## config.mk

```make
export PLATFORM = sky130hd
export DESIGN_NAME = intercom_top
export DESIGN_NICKNAME = d
export VERILOG_FILES = /design/src/design/intercom_pkg.sv /design/src/design/voice_ctrl_if.sv /design/src/design/effect_unit.sv /design/src/design/intercom_top.sv /design/src/design/speaker_path.sv /design/src/design/voice_control.sv
export VERILOG_INCLUDE_DIRS = /design/src /design/src/design
export SDC_FILE = /design/constraint.sdc
export NUM_CORES = 1
export LEC_CHECK = 0
export ABC_CLOCK_PERIOD_IN_PS = 3400
export BUFFER_PORTS_ARGS = -buffer_cell sky130_fd_sc_hd__buf_4
export CAP_MARGIN = 15
export CELL_PAD_IN_SITES_DETAIL_PLACEMENT = 0
export CELL_PAD_IN_SITES_GLOBAL_PLACEMENT = 2
export CORE_MARGIN = 1.5
export CORE_UTILIZATION = 30
export CTS_CLUSTER_DIAMETER = 40
export CTS_CLUSTER_SIZE = 8
export DETAILED_ROUTE_END_ITERATION = 6
export GPL_TIMING_DRIVEN = 0
export PLACE_DENSITY_LB_ADDON = 0.1
export SLEW_MARGIN = 0
export SYNTH_ARGS = -nofsm -noshare
export SYNTH_HDL_FRONTEND = slang
export SYNTH_SLANG_ARGS = --single-unit
export TNS_END_PERCENT = 50
```

## constraint.sdc

```tcl
create_clock -name clk -period 3.4 [get_ports clk]
set_input_delay 0 -clock clk [delete_from_list [all_inputs] [get_ports clk]]
set_output_delay 0 -clock clk [all_outputs]
set_load 0.005 [all_outputs]
```

## src/design/intercom_settings.svh

```systemverilog
`ifndef INTERCOM_SETTINGS_SVH
`define INTERCOM_SETTINGS_SVH

// Mic level at or above this opens the noise gate
`define GATE_THRESHOLD 64

// Echo delay in sample strobes
`define ECHO_DEPTH 16

// Strobes per tremolo phase
`define TREM_HALF_PERIOD 8

// Soft clipper compresses by four above this level
`define SOFT_KNEE 128

// Right shift after the speaker volume multiply
`define VOL_SHIFT 3

`endif

```

## src/design/intercom_pkg.sv

```systemverilog
`default_nettype none

package intercom_pkg;

   // One unsigned audio sample from the codec
   typedef logic [7:0] sample_t;

   // Half-duplex channel direction
   typedef enum logic [1:0] {
      LISTEN = 2'd0,
      TALK   = 2'd1
   } talk_state_t;

   // Effect ring, codes 5 to 7 are unused
   typedef enum logic [2:0] {
      NORMAL  = 3'd0,
      ECHO    = 3'd1,
      TREMOLO = 3'd2,
      REVERB  = 3'd3,
      SOFT    = 3'd4
   } effect_t;

endpackage

`default_nettype wire

```

## src/design/voice_ctrl_if.sv

```systemverilog
`default_nettype none

interface voice_ctrl_if;
   import intercom_pkg::*;

   logic    talk;       // Channel is transmitting
   logic    fx_enable;  // Effect applied to transmit audio
   effect_t effect;     // Selected effect
   logic    listen_en;  // Speaker audio passes to output

   modport control (
      output talk,
      output fx_enable,
      output effect,
      output listen_en
   );

   modport datapath (
      input talk,
      input fx_enable,
      input effect,
      input listen_en
   );

endinterface

`default_nettype wire

```

## src/design/effect_unit.sv

```systemverilog
`default_nettype none
`include "intercom_settings.svh"

module effect_unit (
   input  logic                  clk,
   input  logic                  rst,
   input  logic                  sample_strobe,
   input  intercom_pkg::sample_t mic_aud,
   voice_ctrl_if.datapath        ctrl,
   output intercom_pkg::sample_t tx_aud,
   output logic                  tx_valid
);
   import intercom_pkg::*;

   localparam int ECHO_AW = $clog2(`ECHO_DEPTH);
   localparam int TREM_W  = $clog2(`TREM_HALF_PERIOD + 1);

   sample_t             echo_line [`ECHO_DEPTH];
   logic [ECHO_AW-1:0]  echo_ptr;
   sample_t             echo_tap;
   logic [TREM_W-1:0]   trem_cnt;
   logic                trem_phase;                    // Low is the full-level phase
   sample_t             rev_acc;
   sample_t             rev_next;
   sample_t             soft_val;
   sample_t             fx_out;

   // Oldest entry, written ECHO_DEPTH strobes ago
   assign echo_tap = echo_line[echo_ptr];

   always_ff @(posedge clk, posedge rst) begin
      if (rst) begin
         for (int i = 0; i < `ECHO_DEPTH; i++) begin
            echo_line[i] <= '0;
         end
         echo_ptr <= '0;
      end else if (sample_strobe) begin
         echo_line[echo_ptr] <= mic_aud;
         if (echo_ptr == ECHO_AW'(`ECHO_DEPTH - 1)) begin
            echo_ptr <= '0;
         end else begin
            echo_ptr <= echo_ptr + 1'b1;
         end
      end
   end

   // Tremolo phase flips every TREM_HALF_PERIOD strobes
   always_ff @(posedge clk, posedge rst) begin
      if (rst) begin
         trem_cnt   <= '0;
         trem_phase <= 1'b0;
      end else if (sample_strobe) begin
         if (trem_cnt == TREM_W'(`TREM_HALF_PERIOD - 1)) begin
            trem_cnt   <= '0;
            trem_phase <= !trem_phase;
         end else begin
            trem_cnt <= trem_cnt + 1'b1;
         end
      end
   end

   // One-pole smoothing, new = mic/2 + acc/2
   assign rev_next = (mic_aud >> 1) + (rev_acc >> 1);

   always_ff @(posedge clk, posedge rst) begin
      if (rst) begin
         rev_acc <= '0;
      end else if (sample_strobe) begin
         rev_acc <= rev_next;
      end
   end

   // Compress by four above the knee
   always_comb begin
      if (mic_aud > 8'(`SOFT_KNEE)) begin
         soft_val = 8'(`SOFT_KNEE) + ((mic_aud - 8'(`SOFT_KNEE)) >> 2);
      end else begin
         soft_val = mic_aud;
      end
   end

   always_comb begin
      fx_out = mic_aud;
      if (ctrl.fx_enable) begin
         case (ctrl.effect)
            ECHO:    fx_out = (mic_aud >> 1) + (echo_tap >> 1);
            TREMOLO: fx_out = trem_phase ? (mic_aud >> 1) : mic_aud;
            REVERB:  fx_out = rev_next;
            SOFT:    fx_out = soft_val;
            default: fx_out = mic_aud;                  // NORMAL and unused codes
         endcase
      end
   end

   always_ff @(posedge clk, posedge rst) begin
      if (rst) begin
         tx_valid <= 1'b0;
      end else begin
         tx_valid <= sample_strobe && ctrl.talk;
      end
   end

   // Holds until the next transmitted sample
   always_ff @(posedge clk) begin
      if (sample_strobe && ctrl.talk) begin
         tx_aud <= fx_out;
      end
   end

endmodule

`default_nettype wire

```

## src/design/intercom_top.sv

```systemverilog
`default_nettype none

module intercom_top (
   input  logic                        clk,
   input  logic                        rst,
   input  logic                        sample_strobe,  // One-cycle codec strobe
   input  intercom_pkg::sample_t       mic_aud,
   input  intercom_pkg::sample_t       spk_aud,
   input  logic                        ng_en,
   input  logic                        ptt_en,
   input  logic                        fx_button,
   input  logic                        fx_on,
   input  logic                        mute,
   input  logic [2:0]                  volume,
   output intercom_pkg::sample_t       tx_aud,
   output logic                        tx_valid,
   output intercom_pkg::sample_t       spk_out,
   output logic                        spk_out_valid,
   output intercom_pkg::talk_state_t   state,
   output intercom_pkg::effect_t       current_effect
);

   voice_ctrl_if ctrl_if ();                           // Control decisions to both datapaths

   voice_control u_control (
      .clk            (clk),
      .rst            (rst),
      .sample_strobe  (sample_strobe),
      .mic_aud        (mic_aud),
      .spk_aud        (spk_aud),
      .ng_en          (ng_en),
      .ptt_en         (ptt_en),
      .fx_button      (fx_button),
      .fx_on          (fx_on),
      .mute           (mute),
      .state          (state),
      .current_effect (current_effect),
      .ctrl           (ctrl_if.control)
   );

   effect_unit u_effect (
      .clk           (clk),
      .rst           (rst),
      .sample_strobe (sample_strobe),
      .mic_aud       (mic_aud),
      .ctrl          (ctrl_if.datapath),
      .tx_aud        (tx_aud),
      .tx_valid      (tx_valid)
   );

   speaker_path u_speaker (
      .clk           (clk),
      .rst           (rst),
      .sample_strobe (sample_strobe),
      .spk_aud       (spk_aud),
      .volume        (volume),
      .ctrl          (ctrl_if.datapath),
      .spk_out       (spk_out),
      .spk_out_valid (spk_out_valid)
   );

endmodule

`default_nettype wire

```

## src/design/speaker_path.sv

```systemverilog
`default_nettype none
`include "intercom_settings.svh"

module speaker_path (
   input  logic                  clk,
   input  logic                  rst,
   input  logic                  sample_strobe,
   input  intercom_pkg::sample_t spk_aud,
   input  logic [2:0]            volume,
   voice_ctrl_if.datapath        ctrl,
   output intercom_pkg::sample_t spk_out,
   output logic                  spk_out_valid
);
   import intercom_pkg::*;

   logic [10:0] vol_prod;                              // 8-bit sample times 3-bit volume
   sample_t     vol_scaled;
   sample_t     spk_next;

   assign vol_prod   = spk_aud * volume;
   assign vol_scaled = 8'(vol_prod >> `VOL_SHIFT);

   // Silent while talking or muted
   assign spk_next = ctrl.listen_en ? vol_scaled : '0;

   always_ff @(posedge clk, posedge rst) begin
      if (rst) begin
         spk_out_valid <= 1'b0;
      end else begin
         spk_out_valid <= sample_strobe;
      end
   end

   always_ff @(posedge clk) begin
      if (sample_strobe) begin
         spk_out <= spk_next;
      end
   end

endmodule

`default_nettype wire

```

## src/design/voice_control.sv

```systemverilog
`default_nettype none
`include "intercom_settings.svh"

module voice_control (
   input  logic                        clk,
   input  logic                        rst,
   input  logic                        sample_strobe,
   input  intercom_pkg::sample_t       mic_aud,
   input  intercom_pkg::sample_t       spk_aud,
   input  logic                        ng_en,          // Noise gate enable
   input  logic                        ptt_en,         // Push-to-talk
   input  logic                        fx_button,      // Asynchronous effect cycle button
   input  logic                        fx_on,          // Effect on/off switch
   input  logic                        mute,
   output intercom_pkg::talk_state_t   state,
   output intercom_pkg::effect_t       current_effect,
   voice_ctrl_if.control               ctrl
);
   import intercom_pkg::*;

   talk_state_t state_q, state_next;
   effect_t     eff_q, eff_next;
   logic        gate_open;
   logic        spk_active;
   logic        btn_sync1, btn_sync2, btn_sync2_d;
   logic        btn_rise;

   assign gate_open  = (mic_aud >= 8'(`GATE_THRESHOLD));
   assign spk_active = (spk_aud != '0);                 // Incoming audio has priority

   // Talk/listen decision, only taken on a sample strobe
   always_comb begin
      state_next = state_q;
      case (state_q)
         LISTEN: begin
            if (!spk_active && (ptt_en || (ng_en && gate_open))) begin
               state_next = TALK;
            end
         end
         TALK: begin
            if (spk_active || (!ptt_en && !ng_en) || (ng_en && !ptt_en && !gate_open)) begin
               state_next = LISTEN;
            end
         end
         default: state_next = LISTEN;
      endcase
   end

   always_ff @(posedge clk, posedge rst) begin
      if (rst) begin
         state_q <= LISTEN;
      end else if (sample_strobe) begin
         state_q <= state_next;
      end
   end

   // Two-flop synchronizer plus one stage for edge detect
   always_ff @(posedge clk, posedge rst) begin
      if (rst) begin
         btn_sync1   <= 1'b0;
         btn_sync2   <= 1'b0;
         btn_sync2_d <= 1'b0;
      end else begin
         btn_sync1   <= fx_button;
         btn_sync2   <= btn_sync1;
         btn_sync2_d <= btn_sync2;
      end
   end

   assign btn_rise = btn_sync2 && !btn_sync2_d;

   // Effect ring advances once per press
   always_comb begin
      eff_next = eff_q;
      case (eff_q)
         NORMAL:  if (btn_rise) eff_next = ECHO;
         ECHO:    if (btn_rise) eff_next = TREMOLO;
         TREMOLO: if (btn_rise) eff_next = REVERB;
         REVERB:  if (btn_rise) eff_next = SOFT;
         SOFT:    if (btn_rise) eff_next = NORMAL;
         default: eff_next = NORMAL;                    // Recover from unused codes
      endcase
   end

   always_ff @(posedge clk, posedge rst) begin
      if (rst) begin
         eff_q <= NORMAL;
      end else begin
         eff_q <= eff_next;
      end
   end

   assign state          = state_q;
   assign current_effect = eff_q;

   // Decoded enables for the datapath
   assign ctrl.talk      = (state_q == TALK);
   assign ctrl.fx_enable = (state_q == TALK) && fx_on;
   assign ctrl.effect    = eff_q;
   assign ctrl.listen_en = (state_q == LISTEN) && !mute;

endmodule

`default_nettype wire

```

==> out/qor.csv <==
metric;value;unit
wl;22.2;mm
drt_iter0_markers;257;
area_delta_synth_final;21.1;%
syn_area;8160;um^2
grt_usage;0.168;
yosys-top-cells-area;dfrtp_1 42%, mux2_2 15%, mux4_2 6.1%;
pwr-share-clk;0.217;
final_common_cell;dfrtp_1;
hold_viol;0;
syn-mean-instance-area;12.7;um^2
port_buffers;47;
p_int;6.03;mW
synth_edf_count;16;
cts_max_level;4;
dieHeight;168;um
num_vias;5358;
core_area;26800;um^2
ir_drop;0.000353;V
setup_viol;1;
synthCells;640;
dr.pass1.iters;4;
yosysWarnings;0;
antenna_cells;0;
met2_usage;0.276;
rsz0062_at_grt;true;
synth-main-ff-cell;dfrtp_1;
rows;60;
p_seq_frac;0.328;
antenna_left;0;
met1_usage;0.229;
drc;0;
vias_per_cell;4.95;
crit_fanout;4;
cp.required;3680;ps
p_per_area;927;nW/um^2
grt_start_max_net_pins;46;
clk_latency;420;ps
cts_root_buffer;clkbuf_16;
grt_pass1_vias;5829;
tritoncts;built;
finalWorstSetupSlack;-41.2;ps
cp.arrival;3720;ps
p_leak;4.31;nW
fillers;2627;
async_flop_share;0.895;
post-place-ws;-793;ps
place_hpwl;16.2;mm
ys_types;53;
crit_chain;buf_12 > buf_12 > mux4_2 > mux4_2 > ha_1 > a21o_1 > a41oi_2 > and3b_1 > o32a_1 > a21o_1 > a21oi_2;
worstSetupPathType;reg -> reg;
crit_slowest_cell;mux4_2;
start_util;0.304;
synth-seq-cells;153;
mostFrequentLayoutCells;135 x dfrtp_1, 111 x mux2_2, 62 x nand2_1;
antenna_found_initial;0;
layout-drive-gt1-share;0.358;
clk_pin_slew;60;ps
top_usage_layer;met2;
violations;negative setup slack;
cts.sinks;153;
seq_area_frac_synth;0.479;
grt_pass1_wl;35.1;mm
pwr-share-comb;0.455;
maxCapViolations;0;
slew_headroom;0.510;
cp_slowest_stage_delay;570;ps
p_switching;3.12;mW
setup_tns;-41.2;ps
die_x;168;um
use_met3;0.0280;
cts_max_path_buffers;2;
crit_path_end_kind;flip-flop;
outcome;complete, but fails checks;
place_congestion;0.742;
die_area;28200;um^2
cts_made_buffers;17;
worst_pin_slew;735;ps
ios;50;
yosys.area.top_type;dfrtp_1;
fin_worst_skew;7.79;ps
wl_per_cell;20.5;um
cp-start-kind;flip-flop;
syn-num-nets;703;
swShare;0.341;
synth_top_area_share;0.420;
min_period_over_period;1.01;
fmax;0.291;GHz
post-route-min-period;3440;ps
hold_class;in -> reg;
maxSlewViolCount;0;
grt_overflow_total;0;
layout.nets;792;
[Yosys cell counts (2+ instances only)]
library cell,n
dfrtp_1,137
mux2_2,111
nand2_1,62
ha_1,27
o21ai_0,27
a21oi_1,24
nor2_1,23
clkbuf_1,22
inv_1,22
mux4_2,22
edfxtp_1,16
mux4_1,13
xnor2_1,13
buf_2,12
and2_1,10
fa_1,9
a21o_1,7
mux2i_1,6
nand2b_1,6
nand3_1,6
nand4_1,5
xor2_1,5
nor2b_1,4
nor3_1,4
o21a_1,4
a211oi_1,3
a22o_1,3
buf_4,3
a31oi_1,2
a32oi_1,2
buf_6,2
nor3b_1,2
nor4_1,2
o21bai_1,2
o221ai_1,2
o41ai_1,2
or2_2,2
[per-layer routing]
layer,wire [um],vias to the layer above
met3,614,14
li1,-,2511
met4,274,0
met1,10700,2755
met5,0,-
met2,10700,78
[critical path, delay by kind of cell (launching register included)]
kind / cells / cell delay [ps]
adders and majority gates: 1 / 380
and+or+nand+nor: 1 / 200
AOI/OAI and AO/OA: 5 / 920
muxes: 2 / 1080
buffers and inverters: 2 / 250
DFF: 1 / 460
[what timing repair did]
item | CTS | global route
resized for setup | 31 | 8
hold buffers | 6 | 0
setup buffers | 10 | 5
hold endpoints to repair | 37 | 0
endpoints found under the setup margin | 8 | 4
pin swaps | 8 | 13
[layout make-up]
cell class                 count  area (um^2)  area share
buffer                        40          243      0.0246
clock buffer                  19          443      0.0448
tap                          341          427      0.0432
sequential                   153         3910       0.396
timing repair buffer          70          602      0.0609
multi-input combinational    425         4000       0.405
inverter                      22         86.3     0.00874
clock inverter                13          166      0.0168
[power groups by stage]
stage	Sequential, mW	Combinational (mW)	Clock (mW)
detailed placement	3.04	3.78	0
floorplan	2.89	2.80	0
global placement	2.97	3.72	0
finish	3.00	4.17	1.98
CTS	3.00	4.13	2.04
global route	3.10	4.55	2.13
[cell families after synthesis]
family	Yosys count	synth area share
and+or+nand+nor	129	0.0721
DFF	153	0.479
other	1	0.000460
xor gates and xnor gates	18	0.0193
adders and majority gates	36	0.0635
muxes	152	0.263
buffers and inverters	62	0.0336
AOI/OAI and AO/OA	89	0.0686
[stage by stage]
| stage | hold WS (ps) | instance area, um^2 | power, mW | utilization | instances |
|---|---|---|---|---|---|
| 2_1_floorplan | 31.4 | 8160 | 5.69 | - | 640 |
| 3_3_place_gp | 110 | 8940 | 6.69 | 0.334 | 1028 |
| 3_5_place_dp | 111 | 9000 | 6.82 | 0.336 | 1031 |
| 4_1_cts | 52.3 | 9840 | 9.17 | 0.367 | 1079 |
| 5_1_grt | 95.0 | 9880 | 9.77 | 0.369 | 1083 |
| 6_report | 65.5 | 9880 | 9.16 | 0.369 | 1083 |
[final timing paths]
path	slack, ps	end	depth (start not counted)	from
setup / recovery	-40	u_effect.tx_aud[6]	11	u_effect.echo_ptr[0]
hold / removal	70	u_effect.tx_aud[7]	4	mic_aud[7]
setup reg to reg	-40	u_effect.tx_aud[6]	11	u_effect.echo_ptr[0]
min in group asynchronous	220	u_effect.echo_line[114]	3	rst
hold reg to reg	350	u_control.btn_sync2	0	u_control.btn_sync1
max in group asynchronous	2260	u_effect.echo_line[43]	5	rst
[flip-flops by register name, summed over array words and instances, names as in the netlist]
name	cells
u_effect.echo_line	112
u_effect.tx_aud	8
u_effect.rev_acc	7
u_control.btn_sync1	1
u_control.btn_sync2_d	1
u_effect.trem_phase	1
u_control.btn_sync2	1
u_effect.trem_cnt	4
u_speaker.spk_out	8
u_speaker.spk_out_valid	1
u_effect.tx_valid	1
u_control.ctrl.effect	3
u_effect.echo_ptr	4
u_control.state	1
Power figures use the tool's default switching activity.
